--- config.mk ---
export PLATFORM = sky130hd
export DESIGN_NAME = dataMemory
export DESIGN_NICKNAME = d
export VERILOG_FILES = /design/src/verilog/dataMemory.sv
export VERILOG_INCLUDE_DIRS = /design/src /design/src/verilog
export SDC_FILE = /design/constraint.sdc
export NUM_CORES = 2
export LEC_CHECK = 0
export BUFFER_PORTS_ARGS = -buffer_cell sky130_fd_sc_hd__buf_4
export CELL_PAD_IN_SITES_DETAIL_PLACEMENT = 1
export CELL_PAD_IN_SITES_GLOBAL_PLACEMENT = 2
export CORE_MARGIN = 5
export CORE_UTILIZATION = 38
export CTS_BUF_LIST = sky130_fd_sc_hd__clkbuf_4 sky130_fd_sc_hd__clkbuf_8
export CTS_CLUSTER_DIAMETER = 200
export DETAILED_ROUTE_END_ITERATION = 7
export PLACE_DENSITY_LB_ADDON = 0.08
export SYNTH_ARGS = -nofsm -noshare
export SYNTH_HDL_FRONTEND = slang
export SYNTH_SLANG_ARGS = --single-unit
--- constraint.sdc ---
create_clock -name clk -period 4.85 [get_ports clk]
set_input_delay 1.2125 -clock clk [delete_from_list [all_inputs] [get_ports clk]]
set_output_delay 1.2125 -clock clk [all_outputs]
set_load 0.005 [all_outputs]
--- src/verilog/pipeCore_cfg.svh ---
`ifndef PIPECORE_CFG_SVH
`define PIPECORE_CFG_SVH

// Datapath and register index widths
`define XLEN            32
`define REG_ADDR_W      5

`define DMEM_WORDS      64       // Data memory depth in words
`define MEM_WAIT_CYCLES 2        // Stall cycles per load or store

`define RESET_PC        32'h0000_0000

`endif

--- src/verilog/dataMemory.sv ---
`include "pipeCore_cfg.svh"

module dataMemory (
    input  logic             clk,
    input  logic             rst,
    input  logic             req,
    input  logic             write,
    input  logic [`XLEN-1:0] addr,
    input  logic [`XLEN-1:0] wdata,
    output logic [`XLEN-1:0] rdata,
    output logic             memStall
);
    localparam int IdxW = $clog2(`DMEM_WORDS);
    localparam int CntW = $clog2(`MEM_WAIT_CYCLES + 2);

    logic [`XLEN-1:0] mem [`DMEM_WORDS];
    logic [CntW-1:0]  waitLeft;     // Stall cycles still owed to this access
    logic             done;
    logic [IdxW-1:0]  wordIdx;

    assign wordIdx  = addr[IdxW+1:2];
    assign done     = (waitLeft == '0);
    assign memStall = req && !done;
    assign rdata    = mem[wordIdx];     // Valid in the completing cycle

    always_ff @(posedge clk) begin
        if (rst)
            waitLeft <= CntW'(`MEM_WAIT_CYCLES);
        else if (req && !done)
            waitLeft <= waitLeft - 1'b1;
        else
            waitLeft <= CntW'(`MEM_WAIT_CYCLES);   // Rearm for the next access
    end

    always_ff @(posedge clk) begin
        if (req && write && done)
            mem[wordIdx] <= wdata;
    end

    wordAligned: assert property (@(posedge clk) disable iff (rst) req |-> (addr[1:0] == 2'b00))
        else $error("misaligned data access at %h", addr);

endmodule

* Word-level counts from Yosys, hierarchy flattened *
Memories as Yosys holds them, arrays and structs flattened.
Index checks and enable logic that the tools add are counted.

storage, ports and cells
  flip-flop bits (word level) = 2
  RAM bits = 2048
  input port bits = 68
  output and inout bits = 33
  word-level logic and storage cells = 12
  memories kept = 1

memories
  name  words  bits a word  rd ports  clocked after Yosys merged registers in  wr ports  line              source
  mem   64     32           1         0                                        1         dataMemory.sv:16  logic [`XLEN-1:0] mem [`DMEM_WORDS];

operators by class
  $add $sub $neg = 1
  mux-type cells = 2
  bitwise operators = 1
  reductions and logical operators = 6

operators with widths
  kind                                              count
  logical AND 1 bit                                 3
  zero test 2 bit                                   1
  2-to-1 mux 1 bit                                  2
  OR reduction 2 bit                                1
  subtractor 2 x 1 -> 2 bit, second input constant  1
  zero test 1 bit                                   1
  inverter 1 bit                                    1

* Longest topological paths before layout *
  depth in word-level cells = 5
  mapped depth = 12
  depth with buffers taken out = 6

* Worst setup path before layout *
No wires, ideal clock.

  path kind = input to register
  start = in addr[4]
  end = mem mem[17][0] (netlist bit) (enable)
  library setup time = 421 ps
  arrival = 3908 ps
  required time = 4429 ps
  setup slack = 520 ps
  stages on the path = 8
  buffers on the path = 5
  path through = buf_6 > buf_6 > buf_2 > nor2_1 > buf_2 > buf_2 > nand2_1 > nor2_1

RTL lines
  what         line              source
  from (decl)  dataMemory.sv:8   input logic [`XLEN-1:0] addr,
  to (decl)    dataMemory.sv:16

No word-level cell before the write port.

* Worst setup path in the final report *
  start = in addr[3]
  end = out rdata[26]

on the way
  longest elaborated chain between the ends = 1

RTL lines
  what                  line              source
  memory (64 x 32 bit)  -
  to (decl)             dataMemory.sv:10  output logic [`XLEN-1:0] rdata,

Every way passes these cells.

==> metrics.log <==
[metrics] number of H-tree levels: 5
[metrics] highest ir drop seen on vdd: around 0.28 mV
[metrics] post-synth net total: about 4400
[metrics] number of hold buffers added after cts: 0
[metrics] number of storage elements in the synthesis netlist: a little over 2000
[metrics] Placement Cell Area: about 87000 sq um
[metrics] Port Buffers: between 70 and 80
[metrics] Total Nets Final: ~5200
[metrics] endpoints failing setup: 6
[metrics] leading post-synthesis cells by instance count: edfxtp_1 (2048), a221oi_1 (355), nor2_1 (293), a22oi_1 (220), a21oi_1 (180)
[metrics] Top Ports: around 100
[metrics] number of max-capacitance violations reported: 0
[metrics] worst setup margin: -0.0590 ns
[metrics] TritonRoute pass-1 iters: 6
[metrics] overall power after layout: 37.7 mW
[metrics] crit path DAT: around 3.7 ns
[metrics] core area: roughly 200000 sq um
[metrics] synthesized instance count: roughly 4400
[metrics] Die X-Extent: about 460 microns
[metrics] via count: between 40000 and 50000
[metrics] die boundary height: between 400 and 500 microns
[metrics] Post-Synthesis Mean Instance Area: between 15 and 20 sq um
[metrics] relative slew slack: between 15 and 20%
[metrics] Util after Layout: between 40% and 50%
[metrics] global-route total usage across every layer: around a quarter
[metrics] Sequential Power Share: about half
[metrics] detailed-route wire length per cell: 34.9 microns
[metrics] post-synthesis async set-or-reset flop share: 0%
[metrics] endpoint class of the critical path: output port
[metrics] drt via density: 5.92
[metrics] die area: 214000 sq um
[metrics] final global-route overflow total: 0
[metrics] power per standard cell area: roughly 400 nW/um^2
[metrics] pin count of the biggest net entering global routing: 65
[metrics] via count of the first global-routing pass: between 40000 and 50000
[metrics] kind of critical path: in2out
[metrics] leading register cell type out of synthesis: edfxtp_1
[metrics] Hold Path Class: in2reg
[metrics] CTS buffer count: 369
[metrics] standby leakage power: around 31 nW
[metrics] Critical Path Fanout Max: 21
[metrics] number of enable-type register cells in the synthesized netlist: about 2000
[metrics] share of final-layout standard cells stronger than drive strength 1: 30.9%
[metrics] RD Place Congestion: 0.799
[metrics] final-report hold violation count: 0
[metrics] TritonCTS sink count: about 2100
[metrics] CP startpoint kind: input port
[metrics] Seq/Total Area, Yosys: between 70% and 80%
[metrics] WHS: 0.320 ns
[metrics] first-pass GRT wire length: between 300000 and 400000 microns
[metrics] antenna violations before repair: 12
[metrics] failing checks: setup timing
[metrics] deepest clock path buffer count: 4
[metrics] setup repair after global routing missed its margin: true
[metrics] effective utilization at floorplan: 38.1%
[metrics] minimum period implied by the final worst setup slack: 4.91 ns
[metrics] final std cells w/o fill: about 8100
[metrics] worst path required time: 3.64 ns
[metrics] internal cell power: 28.9 mW
[metrics] # placed instances: approximately 7400
[metrics] top area cells in the synthesized netlist: edfxtp_1 (79%), a221oi_1 (4.0%), a22oi_1 (2.1%)
[metrics] # rows: 166
[metrics] Yosys Warn Count: 0
[metrics] run status: complete, but fails checks
[metrics] count of unique library cells instantiated by Yosys: 67
[metrics] post-synth top area share: between 70% and 80%
[metrics] upper clock frequency limit: ~200 MHz
[metrics] count of pins over their slew limit: 0
[metrics] post-route antenna net violation count: 0
[metrics] Yosys top cell by area: edfxtp_1
[metrics] Synth Cell Area: between 70000 and 80000 sq um
[metrics] clock root buffer master: clkbuf_8
[metrics] clock network latency to the later pin of the worst-skew pair: roughly 1.1 ns
[metrics] setup skew after layout: 0.0498 ns
[metrics] DPL Wire Length: 171000 microns
[metrics] proportion of total power due to net switching: between 20% and 30%
[metrics] clock network fraction of design power: between 40% and 50%
[metrics] actual slew at the worst max-slew pin: 1.20 ns
[metrics] clock-pin transition on the worst setup and hold timing paths: about 0.060 ns
[metrics] initial drt markers: 4945
[metrics] TritonCTS clock tree: done
[metrics] combinational group share of total power: under 10%
[metrics] final WL: 283000 microns
[metrics] remaining routing DRC violations: 0
[metrics] fraction of the cycle the final worst path needs: 101%
[metrics] Switch Pwr: 8.78 mW
[metrics] most frequently used cell type in the post-synthesis netlist: edfxtp_1
[metrics] Area growth, synth to finish: 22.7%
[metrics] Final Instance Area: about 95000 sq um
-- logic make-up (layout without fill, tap and decap cells) --
| kind of cell | count (synthesis) | after routing | synth area share (%) |
|---|---|---|---|
| DFF | 2050 | 2050 | 79.2 |
| adders and majority gates | 1 | 1 | 0.0161 |
| and+or+nand+nor | 523 | 525 | 2.99 |
| buffers and inverters | 331 | 1381 | 2.04 |
| AOI/OAI and AO/OA | 1176 | 1176 | 11.2 |
| muxes | 282 | 282 | 4.55 |
| other | 0 | 3 | 0 |
-- power groups by stage --
stage	logic, mW	clock network (mW)	registers [mW]
after floorplan	0.926	0	19.9
after global placement	2.40	0	19.9
after detailed placement	2.42	0	19.9
after CTS	2.54	15.9	19.5
after global routing	2.75	16.7	19.5
final	2.62	15.5	19.5
-- final timing paths --
check	start	endpoint	slack, ns	cells after the start
max	addr[3]	rdata[26]	-0.06	13
min	rst	waitLeft[0]	0.32	2
max reg2reg	waitLeft[0]	mem[46][18]	1.76	6
min reg2reg	waitLeft[0]	waitLeft[0]	0.44	1
-- sequential cells by signal (all words and copies together) (netlist names) --
signal,count
mem,2048
waitLeft,2
-- metal layers --
metal | wire length, microns | global-route usage, % | vias to the layer above
met2 | 132000 | 41.4 | 1785
met5 | 0 | 0 | -
li1 | - | - | 19839
met3 | 17600 | 4.28 | 429
met4 | 7250 | 7.11 | 0
met1 | 125000 | 37.2 | 25971
-- area by class of cell --
cell class | instances | area (sq um)
inverters | 5 | 28.8
fillers | 19357 | 109000
well taps | 2688 | 3360
diodes | 3 | 7.51
clock inverters | 132 | 741
multi-input cells | 1984 | 15900
clock buffers | 492 | 6050
repair buffers | 752 | 7720
flip-flops and latches | 2050 | 61500
-- stage by stage --
stage | setup TNS (ns) | setup WS [ns]
after floorplan | 0 | 0.520
after global placement | -6.99 | -0.565
after detailed placement | -6.91 | -0.561
after CTS | -0.538 | -0.0774
after global routing | -0.504 | -0.0675
final | -0.130 | -0.0590
-- layout by cell type, fill, tap and decap left out, types with 11 or more instances in the layout --
master / instances
nand3_1: 20
clkbuf_4: 115
buf_12: 117
o22ai_1: 53
a21oi_2: 11
a221oi_1: 297
nor3_1: 11
a222oi_1: 51
buf_6: 38
o211ai_1: 13
a22oi_1: 217
nand4_1: 28
nor2_1: 223
clkbuf_8: 377
edfxtp_1: 2048
mux4_2: 45
clkinv_2: 23
o21ai_0: 84
o22a_1: 25
mux2_2: 121
a22o_1: 31
buf_16: 12
a31oi_1: 15
mux2i_1: 114
clkinv_1: 95
o221ai_1: 17
a221oi_2: 57
buf_4: 570
nand2_1: 99
or4_4: 14
a32o_1: 11
nor2_4: 67
o21ai_1: 60
a21oi_1: 169
-- worst max-delay path: stages --
cell and delay (ns):
buf_16 0.14, buf_12 0.17, nor2b_4 0.14, buf_12 0.15, buf_4 0.18, a22oi_1 0.19
o221ai_1 0.13, o21ai_1 0.21, nand4_1 0.15, buf_6 0.17, or4_4 0.48, buf_6 0.15
buf_4 0.13
-- what timing repair did --
action,CTS,global route
cloned,7,6
setup endpoints to repair,31,31
resized for setup,145,132
pin swaps,32,65
buffers inserted,20,10
Power figures use the tool's default switching activity.
