==> src/verilog/pipeCore_cfg.svh <==
`ifndef PIPECORE_CFG_SVH
`define PIPECORE_CFG_SVH

// Datapath and register index widths
`define XLEN            32
`define REG_ADDR_W      5

`define DMEM_WORDS      64       // Data memory depth in words
`define MEM_WAIT_CYCLES 2        // Stall cycles per load or store

`define RESET_PC        32'h0000_0000

`endif

==> src/verilog/isaPkg.sv <==
package isaPkg;

    // Major opcodes of the supported RV32I subset
    typedef enum logic [6:0] {
        opR      = 7'b0110011,
        opImm    = 7'b0010011,
        opLoad   = 7'b0000011,
        opStore  = 7'b0100011,
        opBranch = 7'b1100011,
        opJal    = 7'b1101111
    } opcode_e;

    typedef enum logic [2:0] {
        aluAdd = 3'd0,
        aluSub = 3'd1,
        aluAnd = 3'd2,
        aluOr  = 3'd3,
        aluXor = 3'd4,
        aluSlt = 3'd5
    } aluOp_e;

    // funct3 values that the decoder accepts
    localparam logic [2:0] f3AddSub = 3'b000;
    localparam logic [2:0] f3Slt    = 3'b010;
    localparam logic [2:0] f3Xor    = 3'b100;
    localparam logic [2:0] f3Or     = 3'b110;
    localparam logic [2:0] f3And    = 3'b111;
    localparam logic [2:0] f3Word   = 3'b010;   // LW and SW
    localparam logic [2:0] f3Beq    = 3'b000;

    localparam logic [6:0] f7Base = 7'b0000000;
    localparam logic [6:0] f7Sub  = 7'b0100000;

    // R-type layout, other formats reuse the same bit positions
    typedef struct packed {
        logic [6:0] funct7;
        logic [4:0] rs2;
        logic [4:0] rs1;
        logic [2:0] funct3;
        logic [4:0] rd;
        opcode_e    opcode;
    } instrFields_t;

endpackage

==> src/verilog/pipePkg.sv <==
`include "pipeCore_cfg.svh"

package pipePkg;

    // Same encoding as the classic ForwardAE select
    typedef enum logic [1:0] {
        fwdNone = 2'b00,
        fwdWb   = 2'b01,
        fwdMem  = 2'b10
    } fwdSel_e;

    typedef struct packed {
        logic           regWrite;
        logic           memRead;
        logic           memWrite;
        logic           isBranch;
        logic           isJal;
        logic           useImm;
        isaPkg::aluOp_e aluOp;
    } ctrl_t;

    typedef struct packed {
        logic                   valid;
        logic [`XLEN-1:0]       pc;
        logic [`REG_ADDR_W-1:0] rs1;
        logic [`REG_ADDR_W-1:0] rs2;
        logic [`REG_ADDR_W-1:0] rd;
        logic [`XLEN-1:0]       rs1Val;
        logic [`XLEN-1:0]       rs2Val;
        logic [`XLEN-1:0]       imm;
        ctrl_t                  ctrl;
    } idEx_t;

    typedef struct packed {
        logic                   valid;
        logic [`XLEN-1:0]       pc;
        logic [`REG_ADDR_W-1:0] rd;
        logic [`XLEN-1:0]       result;     // ALU value, load/store address or link
        logic [`XLEN-1:0]       storeData;
        ctrl_t                  ctrl;
    } exMem_t;

    typedef struct packed {
        logic                   valid;
        logic [`XLEN-1:0]       pc;
        logic [`REG_ADDR_W-1:0] rd;
        logic [`XLEN-1:0]       wbData;
        logic                   regWrite;
    } memWb_t;

    typedef struct packed {
        logic [`REG_ADDR_W-1:0] rs1D;
        logic [`REG_ADDR_W-1:0] rs2D;
        logic [`REG_ADDR_W-1:0] rs1E;
        logic [`REG_ADDR_W-1:0] rs2E;
        logic [`REG_ADDR_W-1:0] rdE;
        logic                   memReadE;
        logic [`REG_ADDR_W-1:0] rdM;
        logic                   regWriteM;
        logic [`REG_ADDR_W-1:0] rdW;
        logic                   regWriteW;
        logic                   redirect;
        logic                   memStall;
    } hazardReq_t;

    typedef struct packed {
        fwdSel_e forwardA;
        fwdSel_e forwardB;
        logic    stallFD;
        logic    flushD;
        logic    flushE;
        logic    freeze;
    } hazardCtl_t;

    typedef struct packed {
        logic                   valid;
        logic [`XLEN-1:0]       pc;
        logic [`REG_ADDR_W-1:0] rd;
        logic [`XLEN-1:0]       data;
        logic                   regWrite;
    } retire_t;

endpackage

==> src/verilog/hazardUnit.sv <==
`include "pipeCore_cfg.svh"

module hazardUnit (
    input  logic                clk,
    input  pipePkg::hazardReq_t req,
    output pipePkg::hazardCtl_t ctl
);
    import pipePkg::*;

    logic loadUse;

    // Memory stage wins over write-back, x0 is never forwarded
    function automatic fwdSel_e pickFwd(input logic [`REG_ADDR_W-1:0] rs, input hazardReq_t r);
        if (r.regWriteM && r.rdM != '0 && r.rdM == rs)
            return fwdMem;
        if (r.regWriteW && r.rdW != '0 && r.rdW == rs)
            return fwdWb;
        return fwdNone;
    endfunction

    assign loadUse = req.memReadE && (req.rdE != '0)
                     && (req.rdE == req.rs1D || req.rdE == req.rs2D);

    always_comb begin
        ctl          = '0;
        ctl.forwardA = pickFwd(req.rs1E, req);
        ctl.forwardB = pickFwd(req.rs2E, req);
        if (req.memStall) begin
            ctl.freeze = 1'b1;          // Everything holds
        end else if (loadUse) begin
            ctl.stallFD = 1'b1;
            ctl.flushE  = 1'b1;         // One bubble behind the load
        end else if (req.redirect) begin
            ctl.flushD = 1'b1;
            ctl.flushE = 1'b1;
        end
    end

    fwdAx0: assert property (@(posedge clk) (ctl.forwardA != fwdNone) |-> (req.rs1E != '0))
        else $error("forwardA selected for x0");
    fwdBx0: assert property (@(posedge clk) (ctl.forwardB != fwdNone) |-> (req.rs2E != '0))
        else $error("forwardB selected for x0");
    stallNotFlushD: assert property (@(posedge clk) ctl.stallFD |-> !ctl.flushD)
        else $error("stallFD and flushD both high");
    // Redirect must wait until the memory stage lets go
    freezeNoFlush: assert property (@(posedge clk) ctl.freeze |-> !(ctl.flushD || ctl.flushE))
        else $error("flush issued during freeze");

endmodule

==> config.mk <==
export PLATFORM = sky130hd
export DESIGN_NAME = hazardUnit
export DESIGN_NICKNAME = d
export VERILOG_FILES = /design/src/verilog/isaPkg.sv /design/src/verilog/pipePkg.sv /design/src/verilog/hazardUnit.sv
export VERILOG_INCLUDE_DIRS = /design/src /design/src/verilog
export SDC_FILE = /design/constraint.sdc
export NUM_CORES = 1
export LEC_CHECK = 0
export BUFFER_PORTS_ARGS = -buffer_cell sky130_fd_sc_hd__buf_2
export CORE_MARGIN = 2
export CORE_UTILIZATION = 33
export DETAILED_ROUTE_END_ITERATION = 8
export PLACE_DENSITY = 0.82
export SYNTH_ARGS = -nofsm -noshare
export SYNTH_HDL_FRONTEND = slang
export SYNTH_SLANG_ARGS = --single-unit
==> constraint.sdc <==
create_clock -name vclk -period 1.3
set_clock_uncertainty 0.15 [all_clocks]
set_input_delay 0.13 -clock vclk [all_inputs]
set_output_delay 0.13 -clock vclk [all_outputs]
set_load 0.01 [all_outputs]
; ---- Word-level counts from Yosys, hierarchy flattened
; Index checks and enable logic that the tools add are counted.
; W data, S select, Z words.
[totals]
regBits = 0
inputBits = 41
output_inout_bits = 8
elab_cells = 38
[op_classes]
n_eq_ne = 6
n_mux = 20
reduce_logical = 12
[op_table]
columns = cell, n
row1 = $eq A5 B5 Y1, 6
row2 = $mux W2, 9
row3 = $reduce_bool A5 Y1, 3
row4 = $mux W1, 10
row5 = $logic_and A1 B1 Y1, 8
row6 = $mux W3, 1
row7 = $logic_or A1 B1 Y1, 1

; ---- Longest topological paths before layout
; Gate-level depths: netlist (run 1).
[depth]
word_depth = 7
mapped_depth = 4
ltp_nobuf = 4

; ---- Worst setup path before layout (run 1)
; Ideal clock, no wire load.
[synth_timing]
path_type = in2out
from = input port req[10] in the netlist's numbering
to = output port ctl[4] in the netlist's numbering
arrival_time_ns = 1.257
required_ns = 1.020
path_slack_ns = -0.237
stages = 4
n_path_buf = 0
cell_sequence = or4_4 > o21ai_2 > nor4_1 > nor4_2
[synth_lines]
columns = element, line
row1 = start: declaration, hazardUnit.sv:5  ; input pipePkg::hazardReq_t req,
row2 = end: declaration, hazardUnit.sv:6  ; output pipePkg::hazardCtl_t ctl

==> reports/qor.csv, run 1 <==
metric,value,unit
finalHoldViolCount,0,
synth_top_cells_by_area,"xor2_1, xnor2_1, or4_1, nor4_2, nor4_1",
crit_required,1.02,ns
grtUsageTotal,26.5,%
power.density,331,nW/um^2
coreArea,1270,sq um
num_antenna_cells,0,
grt_pass1_vias,662,
die-width,40.3,um
hold_class,input pin to primary output,
vdd_drop_max,199,uV
overflow,0,
relSlewSlack,79.0,%
start_util,34.2,%
drc,0,
setup_ws,-0.356,ns
cpLargestDelayFamily,simple AND/OR/NAND/NOR gates,
yosysMostFrequentCell,xor2_1,
crit_type,input pin to primary output,
worstPathMaxFanout,2,
drt-total-wl,2250,um
syn_avg_cell_area,7.89,sq um
grt_max_degree,4,
path_cells,buf_6 -> or4_4 -> o21ai_4 -> nor4_4 -> nor4_4 -> buf_2,
critPathMostFrequentCell,nor4_4,
synth_cells,55,
nClkBuffers,0,
synth_top_area_cell,xor2_1,
crit_buf_inv,2,
ys_warn_count,0,
seq_cells,0,
drv_slew,0,
arrival,1.38,ns
utilization,84.1,%
n_fill_cell,75,
drv_cap,0,
synth.top_cell.area_share,48.4,%
max_freq,604,MHz
rows,13,
startpoint_type,input pin,
register_area,0,sq um
avgRoutedWirePerCell,16.2,um
drt-initial-drc-count,11,
first_pass_iters,4,
vias,688,
grt_pass1_wl,2860,um
yosysUniqueCellTypes,17,
layout_min_cycle_time,1.66,ns
die_area,1620,sq um
nNetsFinal,167,
ys_seq_area_share,0,%
outcome,"finished, violations left",
die_y,40.3,um
dp_slack,-0.368,ns
tightest_slew,0.313,ns
syn_to_final_growth,146,%
startpoint,req[11],
violations,setup timing,
layout-drive-gt1-share,74.2,%
io_buffers,48,
grt_antenna_before_repair,0,
synth_area,434,sq um
worstSetupEndpointType,primary output,
io-pin-count,49,
via_per_inst,4.95,
dpl.hpwl,1510,um
syn-num-nets,96,
timing.hold.ws,0.325,ns
leakage,0.514,nW
max_stage_delay,0.55,ns
gp_congestion,0.786,
finalSetupViolCount,7,
slowest_stage,or4_4,
ant_nets,0,
finalCritPeriodShare,127,%
rsz0062_at_grt,yes,
hp-start,req[0],
synth_top_cells_by_count,"xor2_1, xnor2_1, or4_1, nor2_1",
## what timing repair did
action	CTS	global route
cloned	0	0
endpoints found under the setup margin	7	7
pin swaps	14	13
hold buffers	0	0
buffers inserted	2	1
resized for setup	24	12
## per-stage QoR
step	total power, W	std cells	TNS (ns)	cell area, sq um
floorplan	0.000110	55	-0.258	459
global placement	0.000256	137	-1.75	861
detailed placement	0.000265	137	-1.87	861
CTS	0.000320	138	-1.64	1000
global route	0.000376	139	-1.98	1070
finish	0.000354	139	-1.71	1070
## metal layers
layer | share of wire [%] | track usage, % | wire length, um | up-vias
li1 | - | - | - | 333
met1 | 36 | 26.9 | 822 | 331
met2 | 59 | 53.2 | 1320 | 16
met3 | 2.1 | 2.22 | 47 | 8
met4 | 2.8 | 11.7 | 64 | 0
met5 | 0 | 0 | 0 | -
## final timing paths
path	cells past startpoint	endpoint
worst max-delay path	6	ctl[6]
worst min-delay path	2	ctl[0]
## cell families after synthesis
logic type	count (synthesis)	synth area share, %
AND/OR/NAND/NOR	18	28.2
buffers and inverters	1	1.73
XOR/XNOR	30	60.5
AO/OA/AOI/OAI	6	9.51
## power breakdown
group / leakage (nW) / internal, W / switching [W]
combinational: 0.514 / 0.000193 / 0.000161
clock: 0 / 0 / 0
sequential: 0 / 0 / 0
total: 0.514 / 0.000193 / 0.000161
## placed cells by master (no fill, tap or decap)
| master | count |
|---|---|
| a22oi_2 | 1 |
| buf_2 | 38 |
| buf_4 | 20 |
| buf_6 | 11 |
| buf_8 | 1 |
| nand2b_1 | 1 |
| nand3_1 | 1 |
| nand3_2 | 1 |
| nor2_1 | 2 |
| nor2_2 | 1 |
| nor3_2 | 2 |
| nor4_4 | 4 |
| o21ai_1 | 1 |
| o21ai_2 | 1 |
| o21ai_4 | 2 |
| o21ba_4 | 1 |
| or2_4 | 1 |
| or4_1 | 1 |
| or4_4 | 4 |
| xnor2_1 | 3 |
| xnor2_2 | 3 |
| xor2_1 | 23 |
| xor2_2 | 1 |
## area by class of cell
type	count	area, sq um	share of cell area (%)
Tap cell	15	18.8	1.76
Timing Repair Buffer	70	479	44.9
Multi-Input combinational cell	54	569	53.3
(Power assumes the default switching activity.)
==> run 2, diff against run 1 <==
Settings changed: ABC_AREA from default to 1, CORE_UTILIZATION 33 to 36.
==> run 2 against run 1 <==
Compared with the run above: the flow now finishes without violations; count of clock-buffer cells in the layout is the same; utilization shrank 25 points; routed wire length shrank 35%; via count grew 8.6%; area after synthesis grew 22%; non-clock buffer count shrank 22; design area shrank 26%; first-iteration DRC count shrank 64%; critical path type unchanged; critical endpoint unchanged.
==> reports/qor.csv, run 2 <==
metric,value,unit,change
outcome,"complete, no violations",,"was finished, violations left"
arrival,0.95,ns,was 1.38 ns
crit_buf_inv,2,,unchanged
avgRoutedWirePerCell,9.06,um,was 16.2 um
first_pass_iters,4,,unchanged
fin_setup_tns,0,ns,was -1.71 ns
finalSetupViolCount,0,,was 7
hold_class,input pin to primary output,,unchanged
synth_top_cells_by_area,"xnor2_1, nand2_1, inv_1, nor2_1, xor2_1",,"was xor2_1, xnor2_1, or4_1, nor4_2, nor4_1"
synth_top_cells_by_count,"nand2_1, xnor2_1, inv_1, nor2_1, xor2_1",,"was xor2_1, xnor2_1, or4_1, nor2_1"
vias,747,,was 688
drc,0,,unchanged
critPathMostFrequentCell,buf_2,,was nor4_4
overflow,0,,unchanged
synth.top_cell.area_share,26.4,%,was 48.4%
drv_cap,0,,unchanged
crit_type,input pin to primary output,,unchanged
grt_antenna_before_repair,0,,unchanged
via_per_inst,4.64,,was 4.95
leakage,0.486,nW,was 0.514 nW
io_buffers,48,,unchanged
synth_cells,99,,was 55
slowest_stage,xnor2_1,,was or4_4
syn-num-nets,140,,was 96
ys_seq_area_share,0,%,unchanged
worstPathMaxFanout,3,,was 2
die_area,1800,sq um,was 1620 sq um
syn_to_final_growth,48.3,%,was 146%
die-width,42.4,um,was 40.3 um
drv_slew,0,,unchanged
worstSetupEndpointType,primary output,,unchanged
n_fill_cell,132,,was 75
gp_congestion,0.826,,was 0.786
met1_length,545,um,was 822 um
cts_setup_buffers,0,,was 2
vdd_drop_max,150,uV,was 199 uV
yosysMostFrequentCell,nand2_1,,was xor2_1
cpLargestDelayFamily,simple AND/OR/NAND/NOR gates,,unchanged
num_antenna_cells,0,,unchanged
syn_avg_cell_area,5.36,sq um,was 7.89 sq um
layout_commonest_cell,buf_2,,unchanged
ant_nets,0,,unchanged
layout_min_cycle_time,1.23,ns,was 1.66 ns
io-pin-count,49,,unchanged
tightest_slew,0.205,ns,was 0.313 ns
finalCritPeriodShare,94.5,%,was 127%
nNetsFinal,189,,was 167
relSlewSlack,86.3,%,was 79.0%
finalHoldViolCount,0,,unchanged
startpoint_type,input pin,,unchanged
max_freq,814,MHz,was 604 MHz
layout_common_cells,"buf_2, nand2_1, xnor2_1, inv_1, nor2_1",,"was buf_2, xor2_1, buf_4, buf_6"
start_util,39.8,%,was 34.2%
max_stage_delay,0.19,ns,was 0.55 ns
die_y,42.4,um,was 40.3 um
ys_warn_count,0,,unchanged
rows,13,,unchanged
crit_required,1.02,ns,about the same
layout-drive-gt1-share,39.7,%,was 74.2%
wl_met3,141,um,was 47 um
grt_pass1_wl,2380,um,was 2860 um
power.density,305,nW/um^2,was 331 nW/um^2
yosysUniqueCellTypes,16,,was 17
dpl.hpwl,1350,um,was 1510 um
wl_met2,753,um,was 1320 um
seq_cells,0,,unchanged
nClkBuffers,0,,unchanged
drt-initial-drc-count,4,,was 11
grtUsageTotal,15.8,%,was 26.5%
grt_pass1_vias,645,,was 662
drt-total-wl,1460,um,was 2250 um
register_area,0,sq um,unchanged
utilization,59.0,%,was 84.1%
rsz0062_at_grt,no,,was yes
path_cells,buf_2 -> xnor2_1 -> nand3_1 -> nor3_2 -> nor2_1 -> buf_2,,was buf_6 -> or4_4 -> o21ai_4 -> nor4_4 -> nor4_4 -> buf_2
synth_area,531,sq um,was 434 sq um
coreArea,1330,sq um,was 1270 sq um
grt_max_degree,5,,was 4
top_layer_used,met4,,unchanged
synth_top_area_cell,xnor2_1,,was xor2_1
==> run 2: logic make-up after synthesis <==
kind of cell    after synthesis  share of synthesized area [%]
simple gates                 55                           45.8
xor+xnor                     22                           36.3
buf+inv                      18                           13.4
compound gates                4                           4.48
==> run 2: layout make-up <==
cell class / instances / area, sq um / share of cell area (%)
inverters: 17 / 63.8 / 8.11
well taps: 15 / 18.8 / 2.38
multi-input cells: 81 / 464 / 59.0
repair buffers: 48 / 240 / 30.5
==> run 2: metrics by stage <==
step | total power [W] | hold WS, ns | instances | worst slack (ns) | cell area [sq um]
6_report | 0.000240 | 0.309 | 161 | 0.0718 | 787
5_1_grt | 0.000269 | 0.315 | 161 | 0.00374 | 787
4_1_cts | 0.000239 | 0.310 | 161 | 0.0572 | 782
3_5_place_dp | 0.000238 | 0.309 | 161 | 0.0610 | 782
3_3_place_gp | 0.000230 | 0.310 | 161 | 0.0651 | 782
2_1_floorplan | 0.000125 | 0.202 | 99 | 0.300 | 531
==> run 2: timing repair <==
action	in CTS	in global routing
hold buffers	0	0
gates resized for setup	0	2
endpoints found under the setup margin	0	4
==> run 2: metal layers <==
metal / GRT usage (%) / vias to the layer above
li1: - / 392
met2: 32.0 / 40
met4: 1.88 / 0
met3: 0.862 / 2
met1: 18.0 / 313
met5: 0 / -
==> run 2: power by group <==
group	leakage (nW)	total [W]	switching [W]	internal, W
registers	0	0	0	0
logic	0.486	0.000240	0.000123	0.000117
clock network	0	0	0	0
==> run 2: final timing paths <==
| kind | start | end | slack, ns | depth (start not counted) |
|---|---|---|---|---|
| max | req[11] | ctl[6] | 0.07 | 6 |
| min | req[0] | ctl[0] | 0.31 | 2 |
