$ cat src/verilog/pipeCore_cfg.svh
`ifndef PIPECORE_CFG_SVH
`define PIPECORE_CFG_SVH

// Datapath and register index widths
`define XLEN            32
`define REG_ADDR_W      5

`define DMEM_WORDS      64       // Data memory depth in words
`define MEM_WAIT_CYCLES 2        // Stall cycles per load or store

`define RESET_PC        32'h0000_0000

`endif

$ cat src/verilog/isaPkg.sv
package isaPkg;

    // Major opcodes of the supported RV32I subset
    typedef enum logic [6:0] {
        opR      = 7'b0110011,
        opImm    = 7'b0010011,
        opLoad   = 7'b0000011,
        opStore  = 7'b0100011,
        opBranch = 7'b1100011,
        opJal    = 7'b1101111
    } opcode_e;

    typedef enum logic [2:0] {
        aluAdd = 3'd0,
        aluSub = 3'd1,
        aluAnd = 3'd2,
        aluOr  = 3'd3,
        aluXor = 3'd4,
        aluSlt = 3'd5
    } aluOp_e;

    // funct3 values that the decoder accepts
    localparam logic [2:0] f3AddSub = 3'b000;
    localparam logic [2:0] f3Slt    = 3'b010;
    localparam logic [2:0] f3Xor    = 3'b100;
    localparam logic [2:0] f3Or     = 3'b110;
    localparam logic [2:0] f3And    = 3'b111;
    localparam logic [2:0] f3Word   = 3'b010;   // LW and SW
    localparam logic [2:0] f3Beq    = 3'b000;

    localparam logic [6:0] f7Base = 7'b0000000;
    localparam logic [6:0] f7Sub  = 7'b0100000;

    // R-type layout, other formats reuse the same bit positions
    typedef struct packed {
        logic [6:0] funct7;
        logic [4:0] rs2;
        logic [4:0] rs1;
        logic [2:0] funct3;
        logic [4:0] rd;
        opcode_e    opcode;
    } instrFields_t;

endpackage

$ cat src/verilog/pipePkg.sv
`include "pipeCore_cfg.svh"

package pipePkg;

    // Same encoding as the classic ForwardAE select
    typedef enum logic [1:0] {
        fwdNone = 2'b00,
        fwdWb   = 2'b01,
        fwdMem  = 2'b10
    } fwdSel_e;

    typedef struct packed {
        logic           regWrite;
        logic           memRead;
        logic           memWrite;
        logic           isBranch;
        logic           isJal;
        logic           useImm;
        isaPkg::aluOp_e aluOp;
    } ctrl_t;

    typedef struct packed {
        logic                   valid;
        logic [`XLEN-1:0]       pc;
        logic [`REG_ADDR_W-1:0] rs1;
        logic [`REG_ADDR_W-1:0] rs2;
        logic [`REG_ADDR_W-1:0] rd;
        logic [`XLEN-1:0]       rs1Val;
        logic [`XLEN-1:0]       rs2Val;
        logic [`XLEN-1:0]       imm;
        ctrl_t                  ctrl;
    } idEx_t;

    typedef struct packed {
        logic                   valid;
        logic [`XLEN-1:0]       pc;
        logic [`REG_ADDR_W-1:0] rd;
        logic [`XLEN-1:0]       result;     // ALU value, load/store address or link
        logic [`XLEN-1:0]       storeData;
        ctrl_t                  ctrl;
    } exMem_t;

    typedef struct packed {
        logic                   valid;
        logic [`XLEN-1:0]       pc;
        logic [`REG_ADDR_W-1:0] rd;
        logic [`XLEN-1:0]       wbData;
        logic                   regWrite;
    } memWb_t;

    typedef struct packed {
        logic [`REG_ADDR_W-1:0] rs1D;
        logic [`REG_ADDR_W-1:0] rs2D;
        logic [`REG_ADDR_W-1:0] rs1E;
        logic [`REG_ADDR_W-1:0] rs2E;
        logic [`REG_ADDR_W-1:0] rdE;
        logic                   memReadE;
        logic [`REG_ADDR_W-1:0] rdM;
        logic                   regWriteM;
        logic [`REG_ADDR_W-1:0] rdW;
        logic                   regWriteW;
        logic                   redirect;
        logic                   memStall;
    } hazardReq_t;

    typedef struct packed {
        fwdSel_e forwardA;
        fwdSel_e forwardB;
        logic    stallFD;
        logic    flushD;
        logic    flushE;
        logic    freeze;
    } hazardCtl_t;

    typedef struct packed {
        logic                   valid;
        logic [`XLEN-1:0]       pc;
        logic [`REG_ADDR_W-1:0] rd;
        logic [`XLEN-1:0]       data;
        logic                   regWrite;
    } retire_t;

endpackage

$ cat src/verilog/decodeUnit.sv
`include "pipeCore_cfg.svh"

module decodeUnit (
    input  logic [`XLEN-1:0]       instr,
    input  logic [`XLEN-1:0]       pc,
    input  logic [`XLEN-1:0]       rdata1,
    input  logic [`XLEN-1:0]       rdata2,
    output pipePkg::idEx_t         idEx,
    output logic [`REG_ADDR_W-1:0] raddr1,
    output logic [`REG_ADDR_W-1:0] raddr2
);
    import isaPkg::*;
    import pipePkg::*;

    instrFields_t     fields;
    ctrl_t            ctrl;
    logic [`XLEN-1:0] imm;
    logic [`XLEN-1:0] immI;
    logic [`XLEN-1:0] immS;
    logic [`XLEN-1:0] immB;
    logic [`XLEN-1:0] immJ;

    assign fields = instrFields_t'(instr);
    assign raddr1 = fields.rs1;
    assign raddr2 = fields.rs2;

    assign immI = {{20{instr[31]}}, instr[31:20]};
    assign immS = {{20{instr[31]}}, instr[31:25], instr[11:7]};
    assign immB = {{19{instr[31]}}, instr[31], instr[7], instr[30:25], instr[11:8], 1'b0};
    assign immJ = {{11{instr[31]}}, instr[31], instr[19:12], instr[20], instr[30:21], 1'b0};

    always_comb begin
        ctrl = '0;
        imm  = immI;
        case (fields.opcode)
            opR: begin
                ctrl.regWrite = 1'b1;
                case (fields.funct3)
                    f3AddSub: ctrl.aluOp = (fields.funct7 == f7Sub) ? aluSub : aluAdd;
                    f3Slt:    ctrl.aluOp = aluSlt;
                    f3Xor:    ctrl.aluOp = aluXor;
                    f3Or:     ctrl.aluOp = aluOr;
                    f3And:    ctrl.aluOp = aluAnd;
                    default:  ctrl.regWrite = 1'b0;
                endcase
                // Only SUB may carry a nonzero funct7
                if (fields.funct7 != f7Base && !(fields.funct3 == f3AddSub && fields.funct7 == f7Sub))
                    ctrl = '0;
            end
            opImm: if (fields.funct3 == f3AddSub) begin   // ADDI only
                ctrl.regWrite = 1'b1;
                ctrl.useImm   = 1'b1;
            end
            opLoad: if (fields.funct3 == f3Word) begin
                ctrl.regWrite = 1'b1;
                ctrl.memRead  = 1'b1;
                ctrl.useImm   = 1'b1;
            end
            opStore: if (fields.funct3 == f3Word) begin
                ctrl.memWrite = 1'b1;
                ctrl.useImm   = 1'b1;
                imm           = immS;
            end
            opBranch: if (fields.funct3 == f3Beq) begin
                ctrl.isBranch = 1'b1;
                imm           = immB;
            end
            opJal: begin
                ctrl.regWrite = 1'b1;
                ctrl.isJal    = 1'b1;
                imm           = immJ;
            end
            default: ctrl = '0;                 // Retires as a no-op
        endcase
    end

    assign idEx.valid  = 1'b1;  // Qualified by the fetch valid bit in the core
    assign idEx.pc     = pc;
    assign idEx.rs1    = fields.rs1;
    assign idEx.rs2    = fields.rs2;
    assign idEx.rd     = fields.rd;
    assign idEx.rs1Val = rdata1;
    assign idEx.rs2Val = rdata2;
    assign idEx.imm    = imm;
    assign idEx.ctrl   = ctrl;

endmodule

$ cat config.mk
export PLATFORM = sky130hd
export DESIGN_NAME = decodeUnit
export DESIGN_NICKNAME = d
export VERILOG_FILES = /design/src/verilog/isaPkg.sv /design/src/verilog/pipePkg.sv /design/src/verilog/decodeUnit.sv
export VERILOG_INCLUDE_DIRS = /design/src /design/src/verilog
export SDC_FILE = /design/constraint.sdc
export NUM_CORES = 1
export LEC_CHECK = 0
export BUFFER_PORTS_ARGS = -buffer_cell sky130_fd_sc_hd__buf_4
export CORE_AREA = 2 2 112 114
export DETAILED_ROUTE_END_ITERATION = 16
export DIE_AREA = 0 0 114 116
export PLACE_DENSITY = 0.45
export SETUP_SLACK_MARGIN = 0.05
export SLEW_MARGIN = 40
export SYNTH_ARGS = -nofsm -noshare
export SYNTH_HDL_FRONTEND = slang
export SYNTH_SLANG_ARGS = --single-unit
export TNS_END_PERCENT = 10
$ cat constraint.sdc
create_clock -name vclk -period 1.6
set_input_delay 0.08 -clock vclk [all_inputs]
set_output_delay 0.08 -clock vclk [all_outputs]
set_load 0.005 [all_outputs]
* Word-level counts from Yosys, hierarchy flattened
Cells that the tools add are included.
** Storage, ports and cells
- Memory bits (read-only) :: 0
- Latch bits :: 0
- Input bits :: 128
- Bits in registers :: 0
- Memory bits (writable) :: 0
- Memories kept :: 0
** Operators by class
- Order comparisons :: 0
- Bitwise logic cells :: 0
- Equality and inequality tests :: 11
- Shifts and indexed selects :: 0
- Add/subtract/negate cells :: 0
- Muxes and demuxes :: 17
- Divide/modulo/power cells :: 0
- $mul :: 0
- Reduce and logical (&&, ||, !) cells :: 7
** Operators with widths (number)
- $pmux W20 S3 :: 1
- $eq A7 B6 Y1 const B :: 3
- $pmux W3 S5 :: 1
- $eq A7 B7 Y1 const B :: 2
- $mux W12 :: 1
- $eq A3 B3 Y1 const B :: 3
- $mux W9 :: 1
- $pmux W1 S2 :: 4
- $eq A7 B2 Y1 const B :: 1
- $eq A7 B5 Y1 const B :: 1
- $reduce_bool A7 Y1 :: 1
- $mux W5 :: 1
- $reduce_or A5 Y1 :: 1
- $mux W1 :: 4
- $pmux W1 S4 :: 1
- $eq A3 B2 Y1 const B :: 1
- $logic_not A3 Y1 :: 1
- $mux W3 :: 1
- $pmux W1 S3 :: 1
- $logic_and A1 B1 Y1 :: 2
- $mux W2 :: 1
- $reduce_or A2 Y1 :: 1
- $logic_not A1 Y1 :: 1

* Depth between registers and ports, before layout
Gate-level depths: netlist of run 1.
- Depth in word-level cells :: 6
- Depth in mapped cells :: 5
- Depth with buffers taken out :: 4

* Least setup slack after synthesis of run 1
OpenSTA, ideal clock, no wires.
- Path kind :: input-to-output
- Start :: input port instr[13]
- End :: output port idEx[0] (netlist name)
- Path buffers :: 1
- Stages :: 5
- Arrival :: 967 ps
- Setup slack :: 553 ps
- Required time :: 1520 ps
- Path through :: buf_2 > nor3_1 > o21ai_1 > nor3_2 > nor3b_2
** RTL lines
- start: declaration :: RTL line decodeUnit.sv:4 : input logic [`XLEN-1:0] instr,
- end: declaration :: RTL line decodeUnit.sv:8 : output pipePkg::idEx_t idEx,

==> out/qor_table.md, run 1 <==
| Quantity | Value |
|---|---|
| Outcome | completed |
| Post-route fraction of the period consumed by the critical path | 85.1% |
| Commonest non-fill, non-tap cell in the layout | buf_4 |
| Routability-driven placement congestion ratio | 0.725 |
| Cell type with the highest aggregate area in the netlist | buf_4 |
| Startpoint of the tightest hold check path | pc[16] |
| Cells on Worst Hold Path | 0 |
| Site Rows | 40 |
| Number of global-route vias before repair | 885 |
| Fin nets | 294 |
| Post-cts gate resize count | 0 |
| Timing-limited maximum frequency | 735 MHz |
| Syn-to-layout area delta | -7.10% |
| Met3 routed WL | 786 µm |
| Cell-by-cell trace of the critical path | buf_4 -> nor3_2 -> nand4_1 -> nor3_2 -> nor3b_2 -> buf_4 |
| Sequential cell count | 0 |
| Cell leakage power | 0.668 nW |
| Pin count of the biggest net entering global routing | 15 |
| Register Area | 0 µm² |
| Final worst slack | 0.239 ns |
| Gate family responsible for the most delay along the worst path | simple AND/OR/NAND/NOR gates |
| Top post-synthesis cells by area | buf_4 70%, nand2_1 4.8%, mux2_4 4.0% |
| Syn Nets | 332 |
| Cell Count, Final, Fillers Out | 311 |
| IO Port Bufs | 98 |
| First-pass DRT Iterations | 4 |
| Nature of the critical path endpoint | primary output |
| Met2 Routed Length | 2.58 mm |
| Sequential-to-total area share from yosys stat | 0% |
| Top Layer Used | met4 |
| X dimension of the die | 114 µm |
| Post-route setup TNS | 0 ns |
| YS warnings | 0 |
| Post-synth top area share | 70.2% |
| Buffers and inverters on the worst path | 2 |
| Post-synth design cell area | 1500 µm² |
| Worst Hold Margin | 0.160 ns |
| Initial standard-cell utilization of the core | 12.6% |
| Final Setup Violations | 0 |
| Hold buffer count at CTS | 0 |
| Final Max Slew Viols | 0 |
| N_diodes | 0 |
| Floorplan Core Area | 11900 µm² |
| Area enclosed by the die boundary | 13200 µm² |
| First-pass GRT wire length | 6.03 mm |
| Placed insts | 311 |
| Setup crit start kind | input port |
| Largest voltage drop on the vdd net | 0.0366 mV |
| Total routed wirelength | 4.86 mm |
| Total of clock buffers placed in the layout | 0 |
| I/O pin count | 291 |
| Type of the tightest min-delay check | in2out |
| Detailed-route wire length per cell | 15.6 µm |
| Slowest stage delay, CP | 0.27 ns |
| Cell Pwr Density | 202 nW/µm² |
| Antenna-violating nets left | 0 |
| Initial DRC Count | 59 |
| Layout cells sized above 1 | 70.7% |
| Worst setup slack before clock tree synthesis | 0.142 ns |
| # DRC | 0 |
| Final standard cell utilization of the core | 11.7% |
| DP Area | 1390 µm² |
| Startpoint-to-endpoint class of the critical path | in2out |
| Sum of overflow across all layers after global routing | 0 |
| CP Data Arrival Time | 1.28 ns |
| CP max stage cell | nor3_2 |
| Post-route standard cell area excluding fillers | 1390 µm² |
| Avg Vias per Cell | 3.25 |
| Top library cells by usage in the layout, fill and taps aside | 102 x buf_4, 19 x nand2_1, 4 x nor2_1, 4 x mux2_4 |
| Met1 wire length | 1.22 mm |
| Post-Syn Area per Cell | 7.34 µm² |
| Unrepaired setup endpoints after global routing | false |
| Synth cell types | 32 |
| Initial antenna violation count | 0 |
| Worst hold endpoint | idEx[136] |
| Overall routing resource usage | 6.03% |
| Via count | 1011 |
| Number of buffers inserted to repair setup after CTS | 0 |
| Maximum net fanout on the critical path | 5 |
| Max-capacitance violation count | 0 |
| Total Power Consumption | 0.281 mW |
| Number of cells produced by synthesis | 204 |
| Period minus WS final | 1.36 ns |
| Half-perimeter wire length after placement | 4.41 mm |
| Die Y-Extent | 116 µm |
| Endpoint required time on the critical path | 1.52 ns |
| Final hold violation count | 0 |
## how the worst max path moves through the flow
stage	from	to	slack, ns	cells after the start
3_3_place_gp	instr[2]	idEx[2]	0.16	6
4_1_cts	instr[2]	idEx[0]	0.13	6
3_5_place_dp	instr[2]	idEx[0]	0.14	6
5_1_grt	instr[25]	idEx[2]	0.11	6
6_report	instr[2]	idEx[2]	0.24	6
2_1_floorplan	instr[13]	idEx[0]	0.55	5
## report_power, final
part | total [mW] | internal, mW | switching (mW)
Clock | 0 | 0 | 0
Combinational | 0.281 | 0.166 | 0.115
Sequential | 0 | 0 | 0
## per-layer routing
| metal | vias to the layer above | track usage (%) |
|---|---|---|
| li1 | 433 | - |
| met1 | 429 | 4.45 |
| met2 | 111 | 12.1 |
| met3 | 38 | 3.24 |
| met4 | 0 | 3.41 |
| met5 | - | 0 |
## synthesized netlist by cell type (2+ instances only)
| library cell | instances |
|---|---|
| nor3b_2 | 2 |
| nor2_1 | 4 |
| nor4_1 | 3 |
| buf_2 | 2 |
| nand4_1 | 3 |
| nor3_1 | 2 |
| nand2_1 | 19 |
| mux2_4 | 4 |
| inv_1 | 3 |
| buf_4 | 140 |
## layout make-up
cell class / count / area (µm²)
inverters: 3 / 11.3
multi-input cells: 59 / 430
fillers: 1401 / 10500
well taps: 147 / 184
repair buffers: 102 / 766
## cells by family after synthesis
| logic type | share of synthesized area [%] |
|---|---|
| buffers and inverters | 71.6 |
| and+or+nand+nor | 18.5 |
| AOI/OAI and AO/OA | 3.76 |
| muxes | 4.68 |
| xor gates and xnor gates | 1.17 |
| other | 0.250 |
No activity file was read; power rests on OpenSTA's default activity.
==> run 2: changes to the inputs <==
--- a/config.mk
+++ b/config.mk
@@ -11,6 +11,7 @@
 export DETAILED_ROUTE_END_ITERATION = 16
 export DIE_AREA = 0 0 114 116
 export PLACE_DENSITY = 0.45
+export REMOVE_ABC_BUFFERS = 1
 export SETUP_SLACK_MARGIN = 0.05
 export SLEW_MARGIN = 40
 export SYNTH_ARGS = -nofsm -noshare
==> constraint.sdc (replaced) <==
create_clock -name vclk -period 1.6
set_input_delay 0.32 -clock vclk [all_inputs]
set_output_delay 0.32 -clock vclk [all_outputs]
set_load 0.005 [all_outputs]
==> out/qor_table.md, run 2 (same netlist as run 1, synthesis figures left out) <==
| Quantity | Value | vs previous |
|---|---|---|
| Outcome | complete, but fails checks |  |
| Failing checks | setup timing |  |
| Share of total power in sequential cells | 0% | unchanged |
| Top Layer Used | met5 |  |
| Number of global-route vias before repair | 1192 | +35% |
| Unrepaired setup endpoints after global routing | true |  |
| Multi-input logic area | 497 µm² | +15% |
| Final Max Slew Viols | 0 | unchanged |
| Most repeated library cell on the critical path | buf_6 |  |
| Register Area | 0 µm² | unchanged |
| Initial standard-cell utilization of the core | 12.6% | unchanged |
| Startpoint-to-endpoint class of the critical path | in2out |  |
| Timing-limited maximum frequency | 568 MHz | -23% |
| Cell Pwr Density | 203 nW/µm² | +0.61% |
| Routability-driven placement congestion ratio | 0.867 | +20% |
| Die Y-Extent | 116 µm | unchanged |
| Site Rows | 40 | unchanged |
| X dimension of the die | 114 µm | unchanged |
| CP Data Arrival Time | 1.44 ns | +0.16 ns |
| Final hold violation count | 0 | unchanged |
| I/O pin count | 291 | unchanged |
| Proportion of total power due to net switching | 40.2% | -0.75 points |
| Total Power Consumption | 0.353 mW | +26% |
| Cell leakage power | 0.842 nW | +26% |
| Initial DRC Count | 57 | -3.4% |
| Met3 routed WL | 4.98 mm | +530% |
| Pin count of the biggest net entering global routing | 14 | -1 |
| First-pass GRT wire length | 18.1 mm | +200% |
| Setup crit start kind | input port |  |
| Total routed wirelength | 16.2 mm | +230% |
| Half-perimeter wire length after placement | 15.5 mm | +250% |
| Final Setup Violations | 19 | +19 |
| Period minus WS final | 1.76 ns | +0.401 ns |
| Fin nets | 320 | +8.8% |
| Area enclosed by the die boundary | 13200 µm² | unchanged |
| Met1 wire length | 1.91 mm | +57% |
| Maximum net fanout on the critical path | 5 | unchanged |
| Antenna-violating nets left | 0 | unchanged |
| Avg Vias per Cell | 3.75 | +15% |
| CP max stage cell | mux2_4 |  |
| Slowest stage delay, CP | 0.34 ns | +0.07 ns |
| N_diodes | 0 | unchanged |
| Final worst slack | -0.162 ns | -0.401 ns |
| Initial antenna violation count | 0 | unchanged |
| Nature of the critical path endpoint | primary output |  |
| Post-route fraction of the period consumed by the critical path | 110% | +25 points |
| Type of the tightest min-delay check | in2out |  |
| # DRC | 0 | unchanged |
| Syn-to-layout area delta | 16.0% |  |
| Max-capacitance violation count | 0 | unchanged |
| Worst Hold Margin | 0.640 ns | +0.480 ns |
| Final standard cell utilization of the core | 14.6% | +2.9 points |
| Commonest non-fill, non-tap cell in the layout | buf_4 |  |
| Top library cells by usage in the layout, fill and taps aside | 109 x buf_4, 18 x nand2_1, 17 x buf_6 |  |
| Total of clock buffers placed in the layout | 0 | unchanged |
| Endpoint required time on the critical path | 1.28 ns | -0.24 ns |
| # fillers | 1370 | -2.2% |
| Internal power of the cells | 0.211 mW | +27% |
| Met2 Routed Length | 8.99 mm | +250% |
| IO Port Bufs | 98 | unchanged |
| Via count | 1265 | +25% |
| Floorplan Core Area | 11900 µm² | unchanged |
| Hold buffer count at CTS | 0 | unchanged |
| Detailed-route wire length per cell | 48.0 µm | +210% |
| Switching Power | 0.142 mW | +23% |
| Clock network fraction of design power | 0% | unchanged |
| Overall routing resource usage | 22.9% | +17 points |
| Sequential cell count | 0 | unchanged |
| Layout cells sized above 1 | 78.9% | +8.2 points |
| Largest voltage drop on the vdd net | 0.0456 mV | +24% |
| Logic gate share of total power | 100.0% | about the same |
| Sum of overflow across all layers after global routing | 0 | unchanged |
| First-pass DRT Iterations | 4 | unchanged |
| Cell-by-cell trace of the critical path | buf_6 -> nand4b_4 -> nor3_4 -> nand3_4 -> mux2_4 -> buf_6 |  |
## run 2: changes by cell type in the layout (fill, tap and decap cells not counted), sizes merged
cell / before / now
buf: 102 / 128
## run 2: repair_timing
item / 4_1_cts / 5_1_grt
buffers inserted: 2 / 2
setup endpoints to repair: 22 / 22
resized for setup: 12 / 21
pin swaps: 2 / 10
## run 2: per-stage QoR
step | setup slack (ns) | setup TNS, ns | std cells | area (µm²)
after floorplan | -0.0372 | -0.0372 | 62 | 437
after global placement | -0.314 | -2.94 | 333 | 1550
after detailed placement | -0.309 | -2.89 | 333 | 1550
after CTS | -0.173 | -2.02 | 335 | 1630
after global routing | -0.220 | -2.98 | 337 | 1740
final | -0.162 | -1.54 | 337 | 1740
## run 2: worst max-delay path: cells and delay by family
kind          cells  cell delay, ns
mux               1            0.34
buf+inv           2            0.21
simple gates      3            0.57
## run 2: worst paths after layout
| check | start | end | depth (start not counted) | slack, ns |
|---|---|---|---|---|
| worst max-delay path | instr[4] | idEx[12] | 6 | -0.16 |
| worst min-delay path | rdata1[20] | idEx[93] | 0 | 0.64 |
## run 2: layout make-up
type | instances | area share [%]
well taps | 147 | 10.6
repair buffers | 128 | 60.2
inverters | 3 | 0.648
multi-input cells | 59 | 28.6
## run 2: power groups by stage
stage | Sequential (mW) | Clock (mW) | Combinational, mW
final | 0 | 0 | 0.353
after global routing | 0 | 0 | 0.380
after CTS | 0 | 0 | 0.331
after detailed placement | 0 | 0 | 0.320
after global placement | 0 | 0 | 0.320
after floorplan | 0 | 0 | 0.0493
## run 2: routing by layer
layer	GRT usage [%]	up-vias
met4	3.01	2
met3	34.3	12
met1	7.11	516
met5	2.96	-
li1	-	485
met2	46.2	250
